$ cat config.mk
export PLATFORM = sky130hd
export DESIGN_NAME = doc_reg_file
export DESIGN_NICKNAME = d
export VERILOG_FILES = /design/src/rtl/doc_pkg.sv /design/src/rtl/doc_reg_file.sv
export VERILOG_INCLUDE_DIRS = /design/src /design/src/rtl
export SDC_FILE = /design/constraint.sdc
export NUM_CORES = 2
export LEC_CHECK = 0
export BUFFER_PORTS_ARGS = -buffer_cell sky130_fd_sc_hd__buf_2
export CAP_MARGIN = 20
export CORE_MARGIN = 2
export CORE_UTILIZATION = 50
export CTS_BUF_LIST = sky130_fd_sc_hd__clkbuf_4 sky130_fd_sc_hd__clkbuf_8
export CTS_CLUSTER_DIAMETER = 120
export DETAILED_ROUTE_END_ITERATION = 12
export GPL_ROUTABILITY_DRIVEN = 1
export MAX_ROUTING_LAYER = met4
export PLACE_DENSITY = 0.65
export SKIP_CTS_REPAIR_TIMING = 1
export SYNTH_ARGS = -nofsm -noshare
export SYNTH_HDL_FRONTEND = slang
export SYNTH_SLANG_ARGS = --single-unit
$ cat constraint.sdc
create_clock -name clk_i -period 3 [get_ports clk_i]
set_input_delay 0.6 -clock clk_i [delete_from_list [all_inputs] [get_ports clk_i]]
set_output_delay 0.6 -clock clk_i [all_outputs]
set_load 0.01 [all_outputs]
$ cat src/rtl/doc_config.svh
//------------------------------------------------
// DOC sound engine constants
// Widths, oscillator count and host register map
//------------------------------------------------
`ifndef DOC_CONFIG_SVH
`define DOC_CONFIG_SVH

`define DOC_NUM_OSC      32       // Oscillator slots
`define DOC_OSC_IDX_W    5        // Oscillator index width
`define DOC_REG_W        8        // Host data byte
`define DOC_ACC_W        24       // Phase accumulator
`define DOC_WAVE_ADDR_W  16       // Wave memory address
`define DOC_SAMPLE_W     16       // Scaled sample and mono output
`define DOC_MIX_W        24       // Frame sum, headroom for 32 voices

// Register regions, 32 bytes each
`define DOC_BASE_FL      8'h00    // Frequency low
`define DOC_BASE_FH      8'h20    // Frequency high
`define DOC_BASE_VOL     8'h40    // Volume
`define DOC_BASE_WDS     8'h60    // Last wave sample
`define DOC_BASE_WTP     8'h80    // Wavetable pointer
`define DOC_BASE_CTL     8'hA0    // Control
`define DOC_BASE_RTS     8'hC0    // Resolution / table size
`define DOC_ADDR_OSC_EN  8'hE1    // Oscillator enable
`define DOC_SHIFT_BASE   9        // Address shift before res/wts

`endif

$ cat src/rtl/doc_pkg.sv
//------------------------------------------------
// DOC shared types
// Engine states, modes and the bundles passed
// between register file, engine and mixer
//------------------------------------------------
`include "doc_config.svh"

package doc_pkg;

    // Per-oscillator engine states
    typedef enum logic [2:0] {
        LOAD,           // Index presented to register file
        ADDR,           // Snapshot valid, wave address formed
        REQ,            // Request high, waiting for ack
        WAIT_DROP,      // Request low, waiting for ack to fall
        ACC,            // Zero-byte, overflow and accumulator update
        NEXT            // Step index, flag end of frame
    } osc_state_e;

    // Control bit 1
    typedef enum logic {
        MODE_FREE,
        MODE_ONESHOT
    } osc_mode_e;

    typedef struct packed {
        logic                  cs_n;   // Chip select, active low
        logic                  we_n;   // Write enable, active low
        logic [7:0]            addr;
        logic [`DOC_REG_W-1:0] data;   // Write data
    } host_bus_t;

    // Register snapshot of one oscillator
    typedef struct packed {
        logic [15:0]           freq;   // {FH, FL}
        logic [`DOC_REG_W-1:0] vol;
        logic [`DOC_REG_W-1:0] wtp;
        logic [`DOC_REG_W-1:0] ctl;    // Bit 0 halt, bit 1 one-shot
        logic [`DOC_REG_W-1:0] rts;    // Bits 5:3 table size, 2:0 resolution
    } osc_regs_t;

    typedef struct packed {
        logic                      valid;
        logic [`DOC_OSC_IDX_W-1:0] idx;
        logic                      set_halt;   // Set control bit 0
        logic                      smp_valid;  // Byte fetched, goes to wave sample reg
        logic [`DOC_REG_W-1:0]     data;
    } osc_wb_t;

    typedef struct packed {
        logic                         valid;
        logic signed [`DOC_REG_W-1:0] wave;    // Offset binary already converted
        logic [`DOC_REG_W-1:0]        vol;
    } osc_sample_t;

endpackage

$ cat src/rtl/doc_reg_file.sv
`timescale 1ns/1ns
//------------------------------------------------
// DOC register file
// Host decode for the seven per-oscillator
// regions and the enable register, one engine
// snapshot per cycle, engine write-back
//------------------------------------------------
`include "doc_config.svh"

module doc_reg_file
    import doc_pkg::*;
(
    input  logic                      clk_i,
    input  logic                      reset_n_i,
    input  host_bus_t                 host_i,
    output logic [`DOC_REG_W-1:0]     host_data_o,
    input  logic [`DOC_OSC_IDX_W-1:0] osc_idx_i,
    output osc_regs_t                 osc_regs_o,
    output logic [`DOC_OSC_IDX_W-1:0] osc_max_o,
    input  osc_wb_t                   wb_i
);

    logic [`DOC_REG_W-1:0] fl_r  [`DOC_NUM_OSC];
    logic [`DOC_REG_W-1:0] fh_r  [`DOC_NUM_OSC];
    logic [`DOC_REG_W-1:0] vol_r [`DOC_NUM_OSC];
    logic [`DOC_REG_W-1:0] wds_r [`DOC_NUM_OSC];   // Written by the engine too
    logic [`DOC_REG_W-1:0] wtp_r [`DOC_NUM_OSC];
    logic [`DOC_REG_W-1:0] ctl_r [`DOC_NUM_OSC];   // Halt set by the engine
    logic [`DOC_REG_W-1:0] rts_r [`DOC_NUM_OSC];
    logic [`DOC_REG_W-1:0] en_r;

    logic [7:0]                base_w;     // Region base of the host address
    logic [`DOC_OSC_IDX_W-1:0] slot_w;
    logic                      wr_w;
    logic                      rd_w;
    logic [`DOC_REG_W-1:0]     rd_data_w;

    assign base_w    = {host_i.addr[7:5], 5'd0};
    assign slot_w    = host_i.addr[4:0];
    assign wr_w      = !host_i.cs_n && !host_i.we_n;
    assign rd_w      = !host_i.cs_n && host_i.we_n;
    assign osc_max_o = en_r[5:1];           // Highest active oscillator

    // Host read mux, E0 and up reads zero except the enable register
    always_comb begin
        rd_data_w = '0;
        case (base_w)
            `DOC_BASE_FL:  rd_data_w = fl_r[slot_w];
            `DOC_BASE_FH:  rd_data_w = fh_r[slot_w];
            `DOC_BASE_VOL: rd_data_w = vol_r[slot_w];
            `DOC_BASE_WDS: rd_data_w = wds_r[slot_w];
            `DOC_BASE_WTP: rd_data_w = wtp_r[slot_w];
            `DOC_BASE_CTL: rd_data_w = ctl_r[slot_w];
            `DOC_BASE_RTS: rd_data_w = rts_r[slot_w];
            default: begin
                if (host_i.addr == `DOC_ADDR_OSC_EN) begin
                    rd_data_w = en_r;
                end
            end
        endcase
    end

    always_ff @(posedge clk_i) begin
        if (!reset_n_i) begin
            for (int i = 0; i < `DOC_NUM_OSC; i++) begin
                fl_r[i]  <= '0;
                fh_r[i]  <= '0;
                vol_r[i] <= '0;
                wds_r[i] <= '0;
                wtp_r[i] <= '0;
                ctl_r[i] <= '0;          // All oscillators start running
                rts_r[i] <= '0;
            end
            en_r        <= '0;           // One oscillator enabled
            host_data_o <= '0;
            osc_regs_o  <= '0;
        end else begin
            // Engine write-back, a host write further down takes priority
            if (wb_i.valid) begin
                if (wb_i.smp_valid) begin
                    wds_r[wb_i.idx] <= wb_i.data;
                end
                if (wb_i.set_halt) begin
                    ctl_r[wb_i.idx] <= ctl_r[wb_i.idx] | 8'h01;
                end
            end

            if (wr_w) begin
                case (base_w)
                    `DOC_BASE_FL:  fl_r[slot_w]  <= host_i.data;
                    `DOC_BASE_FH:  fh_r[slot_w]  <= host_i.data;
                    `DOC_BASE_VOL: vol_r[slot_w] <= host_i.data;
                    `DOC_BASE_WDS: wds_r[slot_w] <= host_i.data;
                    `DOC_BASE_WTP: wtp_r[slot_w] <= host_i.data;
                    `DOC_BASE_CTL: ctl_r[slot_w] <= host_i.data;
                    `DOC_BASE_RTS: rts_r[slot_w] <= host_i.data;
                    default: begin
                        if (host_i.addr == `DOC_ADDR_OSC_EN) begin
                            en_r <= host_i.data;
                        end
                    end
                endcase
            end

            if (rd_w) begin
                host_data_o <= rd_data_w;    // Held until the next read
            end

            // Snapshot for the engine, valid the cycle after osc_idx_i
            osc_regs_o.freq <= {fh_r[osc_idx_i], fl_r[osc_idx_i]};
            osc_regs_o.vol  <= vol_r[osc_idx_i];
            osc_regs_o.wtp  <= wtp_r[osc_idx_i];
            osc_regs_o.ctl  <= ctl_r[osc_idx_i];
            osc_regs_o.rts  <= rts_r[osc_idx_i];
        end
    end

endmodule

==> impl_metrics.yaml <==
worst_setup_path:
  crit_start: "en_r[3]"
  cpLargestDelayFamily: "flip-flops"
  slowest_delay_ps: 830
  cp_cell_sequence: "buf_2"
  crit_arrival_ps: 2220
  worstSetupPathType: "flip-flop to output port"
  r2r-start: "wds_r[15][5]"
  r2r_slack_ps: 190
  required_ps: 2400
  path_buf_inv: 1
  start_kind: "flip-flop"
  endpoint_kind: "output port"
  path_max_fanout: 4
  worstReg2RegEnd: "host_data_o[5]"
  cp_slowest_cell: "dfxtp_1"
  reg2regPathDepth: 10
place:
  globalplace.congestion: 1.03
  post_dp_cell_area_um2: 111000
  pre_cts_ws_ps: -742
  io_buffers: 101
  hpwl_um: 279000
hold_path:
  hold_depth: 5
  hold_path_end: "en_r[4]"
  holdCritStartpoint: "host_i[17]"
  holdCritPathClass: "input port to flip-flop"
cells_and_area:
  final_core_utilization_pct: 59.8
  nets: 8126
  fin_area_um2: 118000
  area_delta_synth_final_pct: 19.1
  drive_gt1_share_pct: 28.1
clock_network:
  clk_pin_slew_ps: 70
  cts_made_buffers: 338
  clock_latency_ps: 1110
  htreeDepth: 5
  ctsRootBufferMaster: "clkbuf_8"
  cts_tree: "yes"
  clock_sinks: 1856
  ctsLongestPathBuffers: 4
power_and_ir_drop:
  p_leak_nw: 49.3
  power_density_nw_per_um2: 538
  ir_drop_uv: 453
  power.total_mw: 63.4
logic_synthesis:
  synth_area_um2: 98800
  synth_commonest_cells: "edfxtp_1 (1,760), and3_1 (1,353), mux2i_1 (944), clkbuf_1 (618), nand2_1 (486)"
  synth_nets: 7480
  ys_seq_area_share_pct: 55.5
  synth_top_cell_area_share_pct: 53.5
  post-synth-top-area-cell: "edfxtp_1"
  yosysMostFrequentCell: "edfxtp_1"
  netlist_instances: 7439
  ys_warn_count: 0
  avgSynthCellArea_um2: 13.3
  ys_top_cells_by_area: "edfxtp_1 (54%), mux4_2 (11%), mux2i_1 (9.6%)"
  synthArstFlopShare_pct: 0
  synth_edf_count: 1760
  synth-seq-cells: 1856
  synthDistinctLibCells: 45
  synth-main-ff-cell: "edfxtp_1"
timing:
  setup_ws_ps: 181
  fmaxAchievable_mhz: 355
  fin_crit_sh_pct: 94.0
  slew_violations: 0
  worstMarginPinSlew_ps: 1030
  setup_tns_ps: 0
  setup_viol: 0
  min_period_ps: 2820
  max_slew_margin_pct: 31.0
  rsz0062_at_grt: "no"
  hold_viol: 0
  fin_skew_ps: 63.6
floorplanning:
  start_util_pct: 50.2
  pin_count: 102
  coreArea_um2: 197000
  die_w_um: 448
  die_h_um: 448
  num_rows: 163
  dieArea_um2: 201000
grt:
  grt_max_degree: 99
  antenna_found_initial: 36
  grtUsageTotal_pct: 40.1
  grt_pass1_vias: 72800
  grt_overflow_total: 0
  grt_first_pass_wirelength_um: 552000
outcome:
  status: "finished clean"
drt:
  detail-route-antenna-nets: 0
  via_per_inst: 6.89
  drt-initial-drc-count: 11800
  vias: 75700
  routedWlPerCell_um: 35.9
  first_pass_iters: 8
  wirelength_um: 395000
  drc: 0
run:
  maxCapViolCount: 0
per-layer routing:
layer,part of all wire [%],track usage [%],routed length (µm)
met5,0,-,0
met3,12,8.27,47800
met1,37,52.1,144000
met2,45,59.3,177000
met4,6.5,21.4,25700
sequential cells by signal, indices dropped and copies added, names as in the netlist, 48 cells and up:
| signal | flops |
|---|---|
| osc_regs_o | 48 |
| rts_r | 256 |
| fh_r | 256 |
| ctl_r | 256 |
| wtp_r | 256 |
| fl_r | 256 |
| vol_r | 256 |
| wds_r | 256 |
cells by family after synthesis:
kind of cell           Yosys count  synth area share [%]
DFF                           1856                  55.5
AOI/OAI and AO/OA              824                  5.96
muxes                         1424                  20.5
buffers and inverters          947                  4.39
and+or+nand+nor               2388                  13.7
final cells by class:
cell class / instances / area [µm²]
Clock inverter: 130 / 956
Fill cell: 15300 / 79100
Clock buffer: 452 / 5610
Inverter: 1 / 8.76
Timing Repair Buffer: 1252 / 13000
Sequential cell: 1856 / 54800
Tap cell: 2640 / 3300
Multi-Input combinational cell: 4636 / 40000
Antenna cell: 21 / 52.6
power by group:
group	total (mW)	switching [mW]	internal [mW]
Combinational	8.44	5.00	3.44
Clock	24.4	11.1	13.4
Sequential	30.5	0.823	29.6
Total	63.4	16.9	46.5
cells in the final DEF, fill, tap and decap left out, drive strengths merged, types with 11 or more instances in the layout:
cell       n
edfxtp  1760
and3    1353
buf     1248
mux2i    944
nand2    490
mux4     480
clkbuf   455
o22ai    448
a22o     262
nor2     261
nor4     112
clkinv   109
dfxtp     96
nor2b     55
a22oi     44
nor3      38
a21oi     35
nand3b    32
diode     21
bufinv    15
a221oi    14
nand3     11
per-stage QoR:
stage                     hold WS [ps]  cells
after floorplan                    443   7439
after global placement             452  10400
after detailed placement           460  10400
after CTS                        -97.2  11000
after global routing              28.1  11000
final                             39.7  11000
how the worst max path moves through the flow:
stage	end	slack, ps	cells after the start
floorplan	vol_r[1][0]	500	8
global placement	host_data_o[0]	-720	10
detailed placement	host_data_o[0]	-740	10
CTS	osc_max_o[1]	150	1
global route	host_data_o[5]	120	10
finish	osc_max_o[2]	180	1
Note: power is estimated with default switching activity, not from simulation.
