--- config.mk ---
export PLATFORM = sky130hd
export DESIGN_NAME = doc_mixer
export DESIGN_NICKNAME = d
export VERILOG_FILES = /design/src/rtl/doc_pkg.sv /design/src/rtl/doc_mixer.sv
export VERILOG_INCLUDE_DIRS = /design/src /design/src/rtl
export SDC_FILE = /design/constraint.sdc
export NUM_CORES = 1
export LEC_CHECK = 0
export ABC_AREA = 1
export ABC_CLOCK_PERIOD_IN_PS = 7100
export BUFFER_PORTS_ARGS = -buffer_cell sky130_fd_sc_hd__buf_4
export CAP_MARGIN = 15
export CORE_MARGIN = 3
export CORE_UTILIZATION = 50
export CTS_BUF_LIST = sky130_fd_sc_hd__clkbuf_8
export DETAILED_ROUTE_END_ITERATION = 6
export PLACE_DENSITY = 0.75
export SLEW_MARGIN = 10
export SYNTH_ARGS = -nofsm -noshare
export SYNTH_HDL_FRONTEND = slang
export SYNTH_SLANG_ARGS = --single-unit
--- constraint.sdc ---
create_clock -name clk_i -period 7.1 [get_ports clk_i]
set_input_delay 0 -clock clk_i [delete_from_list [all_inputs] [get_ports clk_i]]
set_output_delay 0 -clock clk_i [all_outputs]
set_load 0.05 [all_outputs]
--- src/rtl/doc_config.svh ---
//------------------------------------------------
// DOC sound engine constants
// Widths, oscillator count and host register map
//------------------------------------------------
`ifndef DOC_CONFIG_SVH
`define DOC_CONFIG_SVH

`define DOC_NUM_OSC      32       // Oscillator slots
`define DOC_OSC_IDX_W    5        // Oscillator index width
`define DOC_REG_W        8        // Host data byte
`define DOC_ACC_W        24       // Phase accumulator
`define DOC_WAVE_ADDR_W  16       // Wave memory address
`define DOC_SAMPLE_W     16       // Scaled sample and mono output
`define DOC_MIX_W        24       // Frame sum, headroom for 32 voices

// Register regions, 32 bytes each
`define DOC_BASE_FL      8'h00    // Frequency low
`define DOC_BASE_FH      8'h20    // Frequency high
`define DOC_BASE_VOL     8'h40    // Volume
`define DOC_BASE_WDS     8'h60    // Last wave sample
`define DOC_BASE_WTP     8'h80    // Wavetable pointer
`define DOC_BASE_CTL     8'hA0    // Control
`define DOC_BASE_RTS     8'hC0    // Resolution / table size
`define DOC_ADDR_OSC_EN  8'hE1    // Oscillator enable
`define DOC_SHIFT_BASE   9        // Address shift before res/wts

`endif

--- src/rtl/doc_pkg.sv ---
//------------------------------------------------
// DOC shared types
// Engine states, modes and the bundles passed
// between register file, engine and mixer
//------------------------------------------------
`include "doc_config.svh"

package doc_pkg;

    // Per-oscillator engine states
    typedef enum logic [2:0] {
        LOAD,           // Index presented to register file
        ADDR,           // Snapshot valid, wave address formed
        REQ,            // Request high, waiting for ack
        WAIT_DROP,      // Request low, waiting for ack to fall
        ACC,            // Zero-byte, overflow and accumulator update
        NEXT            // Step index, flag end of frame
    } osc_state_e;

    // Control bit 1
    typedef enum logic {
        MODE_FREE,
        MODE_ONESHOT
    } osc_mode_e;

    typedef struct packed {
        logic                  cs_n;   // Chip select, active low
        logic                  we_n;   // Write enable, active low
        logic [7:0]            addr;
        logic [`DOC_REG_W-1:0] data;   // Write data
    } host_bus_t;

    // Register snapshot of one oscillator
    typedef struct packed {
        logic [15:0]           freq;   // {FH, FL}
        logic [`DOC_REG_W-1:0] vol;
        logic [`DOC_REG_W-1:0] wtp;
        logic [`DOC_REG_W-1:0] ctl;    // Bit 0 halt, bit 1 one-shot
        logic [`DOC_REG_W-1:0] rts;    // Bits 5:3 table size, 2:0 resolution
    } osc_regs_t;

    typedef struct packed {
        logic                      valid;
        logic [`DOC_OSC_IDX_W-1:0] idx;
        logic                      set_halt;   // Set control bit 0
        logic                      smp_valid;  // Byte fetched, goes to wave sample reg
        logic [`DOC_REG_W-1:0]     data;
    } osc_wb_t;

    typedef struct packed {
        logic                         valid;
        logic signed [`DOC_REG_W-1:0] wave;    // Offset binary already converted
        logic [`DOC_REG_W-1:0]        vol;
    } osc_sample_t;

endpackage

--- src/rtl/doc_mixer.sv ---
`timescale 1ns/1ns
//------------------------------------------------
// DOC mono mixer
// Scales samples by volume, sums one frame and
// publishes the saturated 16-bit result
//------------------------------------------------
`include "doc_config.svh"

module doc_mixer
    import doc_pkg::*;
(
    input  logic                            clk_i,
    input  logic                            reset_n_i,
    input  osc_sample_t                     sample_i,
    input  logic                            frame_done_i,
    output logic signed [`DOC_SAMPLE_W-1:0] mono_o,
    output logic                            mono_valid_o
);

    localparam logic signed [`DOC_MIX_W-1:0] SAT_MAX = 32767;
    localparam logic signed [`DOC_MIX_W-1:0] SAT_MIN = -32768;

    logic signed [`DOC_REG_W:0]      vol_w;      // Volume as non-negative signed
    logic signed [16:0]              prod_w;
    logic signed [`DOC_MIX_W-1:0]    contrib_w;
    logic signed [`DOC_MIX_W-1:0]    next_sum_w;
    logic signed [`DOC_MIX_W-1:0]    sum_r;
    logic signed [`DOC_SAMPLE_W-1:0] sat_w;

    always_comb begin
        vol_w  = $signed({1'b0, sample_i.vol});
        prod_w = 17'(sample_i.wave) * 17'(vol_w);
        if (sample_i.valid) contrib_w = `DOC_MIX_W'(prod_w);
        else contrib_w = '0;
        next_sum_w = sum_r + contrib_w;
        // Clamp to 16-bit range
        if (next_sum_w > SAT_MAX) sat_w = 16'sh7FFF;
        else if (next_sum_w < SAT_MIN) sat_w = 16'sh8000;
        else sat_w = next_sum_w[`DOC_SAMPLE_W-1:0];
    end

    always_ff @(posedge clk_i) begin
        if (!reset_n_i) begin
            sum_r        <= '0;
            mono_o       <= '0;
            mono_valid_o <= 1'b0;
        end else begin
            mono_valid_o <= frame_done_i;
            if (frame_done_i) begin
                mono_o <= sat_w;
                sum_r  <= '0;               // Next frame starts empty
            end else begin
                sum_r <= next_sum_w;
            end
        end
    end

endmodule

==> flow_metrics.tcl, run 1 <==
set metrics [dict create \
    clk_path_buf_depth 2 \
    fp-row-count 37 \
    synthTopCellsByCount "nand2_1 (310), inv_1 (186), nor2_1 (70), ha_1 (66), dfxtp_1 (41)" \
    met1_usage_pct 26.5 \
    drc_errors 0 \
    cts_tree "built" \
    rsz0062_at_grt "false" \
    synth_area_um2 5350 \
    final.setup_skew_ps 8.02 \
    synth_nets 978 \
    clkSlewWorstSetupHoldPaths_ps 90 \
    syn2layout_area_growth_pct 8.55 \
    num_vias 4874 \
    met2_usage_pct 38.8 \
    setup_ws_ps 1020 \
    hold_path_class "primary input to flip-flop" \
    startpoint_type "primary input" \
    htreeDepth 2 \
    diodes 0 \
    ys_top_cells_by_area "nand2_1 (22%), ha_1 (15%), dfxtp_1 (15%)" \
    drive_gt1_share_pct 6.38 \
    tightestPinTransition_ps 987 \
    io_pins 37 \
    port_buffers 36 \
    hold_viol 0 \
    grt_antenna_before_repair 0 \
    path_class "primary input to flip-flop" \
    clock.fmax_ghz 0.164 \
    first_pass_iters 6 \
    crit_fanout 9 \
    start_util_pct 51.6 \
    max_cap_viol_count 0 \
    cp_slowest_cell "dlygate4sd3_1" \
    cts_setup_buffers 0 \
    setup-violations-final 0 \
    synth_most_common_cell "nand2_1" \
    core_um2 10400 \
    async_flop_share_pct 0 \
    rrSetupSlack_ps 4430 \
    cpPeakStageDelay_ps 550 \
    busiest_layer "met2" \
    post_drt_wl_per_cell_um 11.8 \
    die_h_um 109 \
    grtUsageMet3_pct 1.76 \
    hold_end "mono_valid_o$_SDFF_PN0_" \
    yosysTopAreaCellShare_pct 21.7 \
    slew_headroom_pct 34.0 \
    detail-route-antenna-nets 0 \
    power_density_nw_per_um2 258 \
    ys_seq_elements 41 \
    r2r_cells 19 \
    synth_area_leader_cell "nand2_1" \
    yosys_warnings 0 \
    crit_top_cell "nand2_1" \
    vias_per_cell 4.81 \
    required_ps 7350 \
    gp_congestion 0.928 \
    numCtsBuffers 5 \
    nFillCells 1062 \
    drt_iter0_drc 272 \
    numClockSinks 41 \
    status "finished clean" \
    die_area_um2 12000 \
    grt_max_degree 25 \
    insertion_delay_ps 300 \
    ys_types 27 \
    dp_slack_ps 876 \
    grt-ovfl-total 0 \
    layout.nets 1001 \
    die_w_um 109 \
    place_hpwl_mm 10.1 \
    worst_hold_startpoint "frame_done_i" \
    p_leak_nw 3.59 \
    irDropWorstVdd_mv 0.131 \
    drt_wl_total_mm 12.0 \
    seq_area_frac_synth_pct 15.3 \
    critPathCaptureType "flip-flop" \
    fin_crit_ps 6080 \
    period_share_pct 85.7 \
    synthFlopType "dfxtp_1" \
    synth_edf_count 0 \
    netlist_instances 854 \
    drv_slew 0 \
    grt_pass1_wl_mm 20.7 \
    fin_tns_setup_ps 0 \
    track_usage_pct 21.3 \
    root_buffer "clkbuf_8" \
    arrival_ps 6330 \
    synth.avg_cell_area_um2 6.27 \
    reg2reg_from "sum_r[0]$_SDFF_PP0_" \
    holdPathStages 3 \
    r2r-end "mono_o[12]$_SDFFE_PN0P_" \
    grt_pass1_vias 4712 \
]
[sequential cells by signal (all words and copies together), names as in the netlist]
register,cells
mono_o,16
sum_r,24
mono_valid_o,1
[per-stage QoR]
stage               hold slack, ps  utilization [%]  instance area [um2]  cells  power, mW
floorplan                      132                -                 5350    854       1.11
global placement               268             54.9                 5700   1004       1.33
detailed placement             268             54.9                 5700   1004       1.34
CTS                            197             56.0                 5810   1014       1.51
global route                   257             56.0                 5810   1014       1.68
finish                         204             56.0                 5810   1014       1.50
[worst max-delay path by stage]
stage	startpoint	depth (start not counted)	end
floorplan	sample_i[15]	38	mono_o[5]$_SDFFE_PN0P_
global route	sample_i[15]	33	mono_o[15]$_SDFFE_PN0P_
CTS	sample_i[15]	33	mono_o[15]$_SDFFE_PN0P_
finish	sample_i[15]	33	mono_o[15]$_SDFFE_PN0P_
detailed placement	sample_i[15]	40	mono_o[12]$_SDFFE_PN0P_
global placement	sample_i[15]	37	mono_o[6]$_SDFFE_PN0P_
[where the power goes]
part / switching, mW / internal (mW)
logic: 0.674 / 0.372
clock network: 0.0881 / 0.0790
registers: 0.0154 / 0.270
[worst max-delay path: cells and delay by family]
family	cells	cell delay [ps]
simple gates	15	1680
buf+inv	7	1110
fa+ha+maj	6	2830
compound gates	5	720
[layout make-up]
class                      instances  area [um2]  area share (%)
clock buffer                       6        82.6            1.42
sequential                        41         821            14.1
inverter                         190         713            12.3
clock inverter                     2        13.8           0.237
multi-input combinational        601        3720            64.0
tap                              136         170            2.93
timing repair buffer              38         290            4.99
[timing repair]
item	in CTS	in global routing
hold buffers	2	0
hold endpoints to repair	1	0
setup endpoints to repair	0	0
gates resized for setup	0	0
[metal layers]
layer | wire length (um) | vias up
met5 | 0 | -
met4 | 374 | 0
met3 | 381 | 24
met2 | 5790 | 93
met1 | 5410 | 2177
li1 | - | 2580
[cell families after synthesis]
family	after synthesis	share of synthesized area, %
and+or+nand+nor	425	31.5
buffers and inverters	212	15.2
adders and majority gates	104	29.6
AOI/OAI and AO/OA	53	5.23
DFF	41	15.3
xor gates and xnor gates	19	3.11
[layout by cell type (no fill, tap or decap), drive strengths merged]
master,count
dlygate4sd3,2
ha,66
xnor2,7
o21a,2
nor3,2
buf,36
nand3,22
o2111ai,1
clkinv,3
xor2,12
or2,3
clkbuf,6
nand2,313
o21ai,14
inv,189
fa,38
dfxtp,41
a21oi,35
nand4,10
nor2,71
nand3b,4
o31ai,1
Note: power is estimated with default switching activity, not from simulation.
==> inputs of run 2 (changes only) <==
--- a/config.mk
+++ b/config.mk
@@ -10,7 +10,8 @@
 export ABC_CLOCK_PERIOD_IN_PS = 7100
 export BUFFER_PORTS_ARGS = -buffer_cell sky130_fd_sc_hd__buf_4
 export CAP_MARGIN = 15
-export CORE_MARGIN = 3
+export CORE_ASPECT_RATIO = 2
+export CORE_MARGIN = 2
 export CORE_UTILIZATION = 50
 export CTS_BUF_LIST = sky130_fd_sc_hd__clkbuf_8
 export DETAILED_ROUTE_END_ITERATION = 6
==> flow_metrics.tcl, run 2 (same netlist as run 1, synthesis figures left out) <==
set metrics [dict create \
    hold_viol 0 \
    clk_path_buf_depth 2 \
    io_pins 37 \
    total_power_mw 1.55 \
    post_drt_wl_per_cell_um 13.7 \
    startpoint_type "primary input" \
    final.setup_skew_ps 10.4 \
    grt_pass1_wl_mm 23.1 \
    p_leak_nw 3.60 \
    core_um2 10500 \
    vias_per_cell 5.04 \
    cpPeakStageDelay_ps 560 \
    clkSlewWorstSetupHoldPaths_ps 90 \
    busiest_layer "met2" \
    top_register "sum_r" \
    reg2reg_from "sum_r[0]$_SDFF_PP0_" \
    port_buffers 36 \
    numCtsBuffers 5 \
    die_w_um 77.2 \
    final_cell_mix "nand2_1 (310), inv_1 (186), nor2_1 (70), ha_1 (66), dfxtp_1 (41)" \
    cts-hold-fix-buffers 2 \
    fp-row-count 53 \
    layout.nets 1003 \
    period_share_pct 84.5 \
    syn2layout_area_growth_pct 8.74 \
    grt_antenna_before_repair 0 \
    rrSetupSlack_ps 4260 \
    nFillCells 1116 \
    drt_wl_total_mm 14.0 \
    grt_pass1_vias 5337 \
    insertion_delay_ps 320 \
    crit_fanout 15 \
    met2_usage_pct 52.0 \
    endpoint "mono_o[6]$_SDFFE_PN0P_" \
    hold_path_class "primary input to flip-flop" \
    grtUsageMet3_pct 1.92 \
    diodes 0 \
    required_ps 7310 \
    gp_congestion 0.980 \
    die_area_um2 11600 \
    cts_setup_buffers 0 \
    die_h_um 150 \
    met1_usage_pct 21.0 \
    arrival_ps 6210 \
    drt_iter0_drc 173 \
    final_common_cell "nand2_1" \
    status "finished clean" \
    crit_top_cell "nand2_1" \
    clock.fmax_ghz 0.167 \
    rsz0062_at_grt "false" \
    cts.repair.resized 0 \
    drv_slew 0 \
    track_usage_pct 25.4 \
    cp_slowest_cell "fa_1" \
    r2r-end "mono_o[6]$_SDFFE_PN0P_" \
    top_regs "sum_r x24, mono_o x16, mono_valid_o x1" \
    fin_crit_ps 6000 \
    num_vias 5128 \
    largest_reg_flops 24 \
    drive_gt1_share_pct 6.59 \
    detail-route-antenna-nets 0 \
    root_buffer "clkbuf_8" \
    htreeDepth 2 \
    cts_tree "built" \
    irDropWorstVdd_mv 0.128 \
    first_pass_iters 6 \
    fin_tns_setup_ps 0 \
    start_util_pct 51.1 \
    power_density_nw_per_um2 266 \
    drc_errors 0 \
    grt_max_degree 25 \
    tightestPinTransition_ps 822 \
    setup-violations-final 0 \
    max_cap_viol_count 0 \
    r2r_cells 19 \
    slew_headroom_pct 45.1 \
    place_hpwl_mm 12.1 \
    numClockSinks 41 \
    path_class "primary input to flip-flop" \
    critPathCaptureType "flip-flop" \
    grt-ovfl-total 0 \
    cp-startpoint "sample_i[15]" \
]
[run 2: area by class of cell]
cell class	instances	area (um2)	share of cell area (%)
flip-flops and latches	41	821	14.1
multi-input cells	601	3720	63.9
repair buffers	40	305	5.24
clock inverters	3	21.3	0.365
clock buffers	5	68.8	1.18
inverters	190	713	12.3
well taps	137	171	2.94
[run 2: power breakdown]
part	switching, mW	total (mW)	internal (mW)
registers	0.0191	0.290	0.270
logic	0.716	1.09	0.373
clock network	0.0980	0.168	0.0700
[run 2: per-layer routing]
| metal | vias to the layer above | wire (um) |
|---|---|---|
| met2 | 140 | 7920 |
| met3 | 76 | 315 |
| met4 | 0 | 1190 |
| met5 | - | 0 |
| li1 | 2592 | - |
| met1 | 2320 | 4540 |
[run 2: worst min-delay path by stage]
stage	start	end	slack [ps]	cells past startpoint
floorplan	reset_n_i	mono_o[15]$_SDFFE_PN0P_	130	2
finish	frame_done_i	mono_o[12]$_SDFFE_PN0P_	160	5
global placement	reset_n_i	mono_o[15]$_SDFFE_PN0P_	260	3
detailed placement	reset_n_i	mono_o[15]$_SDFFE_PN0P_	270	3
global route	frame_done_i	mono_o[7]$_SDFFE_PN0P_	170	5
CTS	frame_done_i	mono_o[7]$_SDFFE_PN0P_	150	5
[run 2: worst max-delay path, delay by kind of cell]
| family | cells | cell delay (ps) |
|---|---|---|
| AO/OA/AOI/OAI | 5 | 660 |
| buffers and inverters | 8 | 500 |
| AND/OR/NAND/NOR | 18 | 2220 |
| adder cells (fa/ha/maj) | 6 | 2820 |
[run 2: through the flow]
stage	cells	hold WS, ps	utilization (%)	setup slack [ps]	cell area (um2)
6_report	1017	156	55.6	1100	5820
5_1_grt	1017	173	55.6	608	5820
4_1_cts	1017	148	55.6	1160	5820
3_5_place_dp	1007	274	54.5	824	5710
3_3_place_gp	1007	260	54.5	883	5710
2_1_floorplan	854	132	-	1540	5350
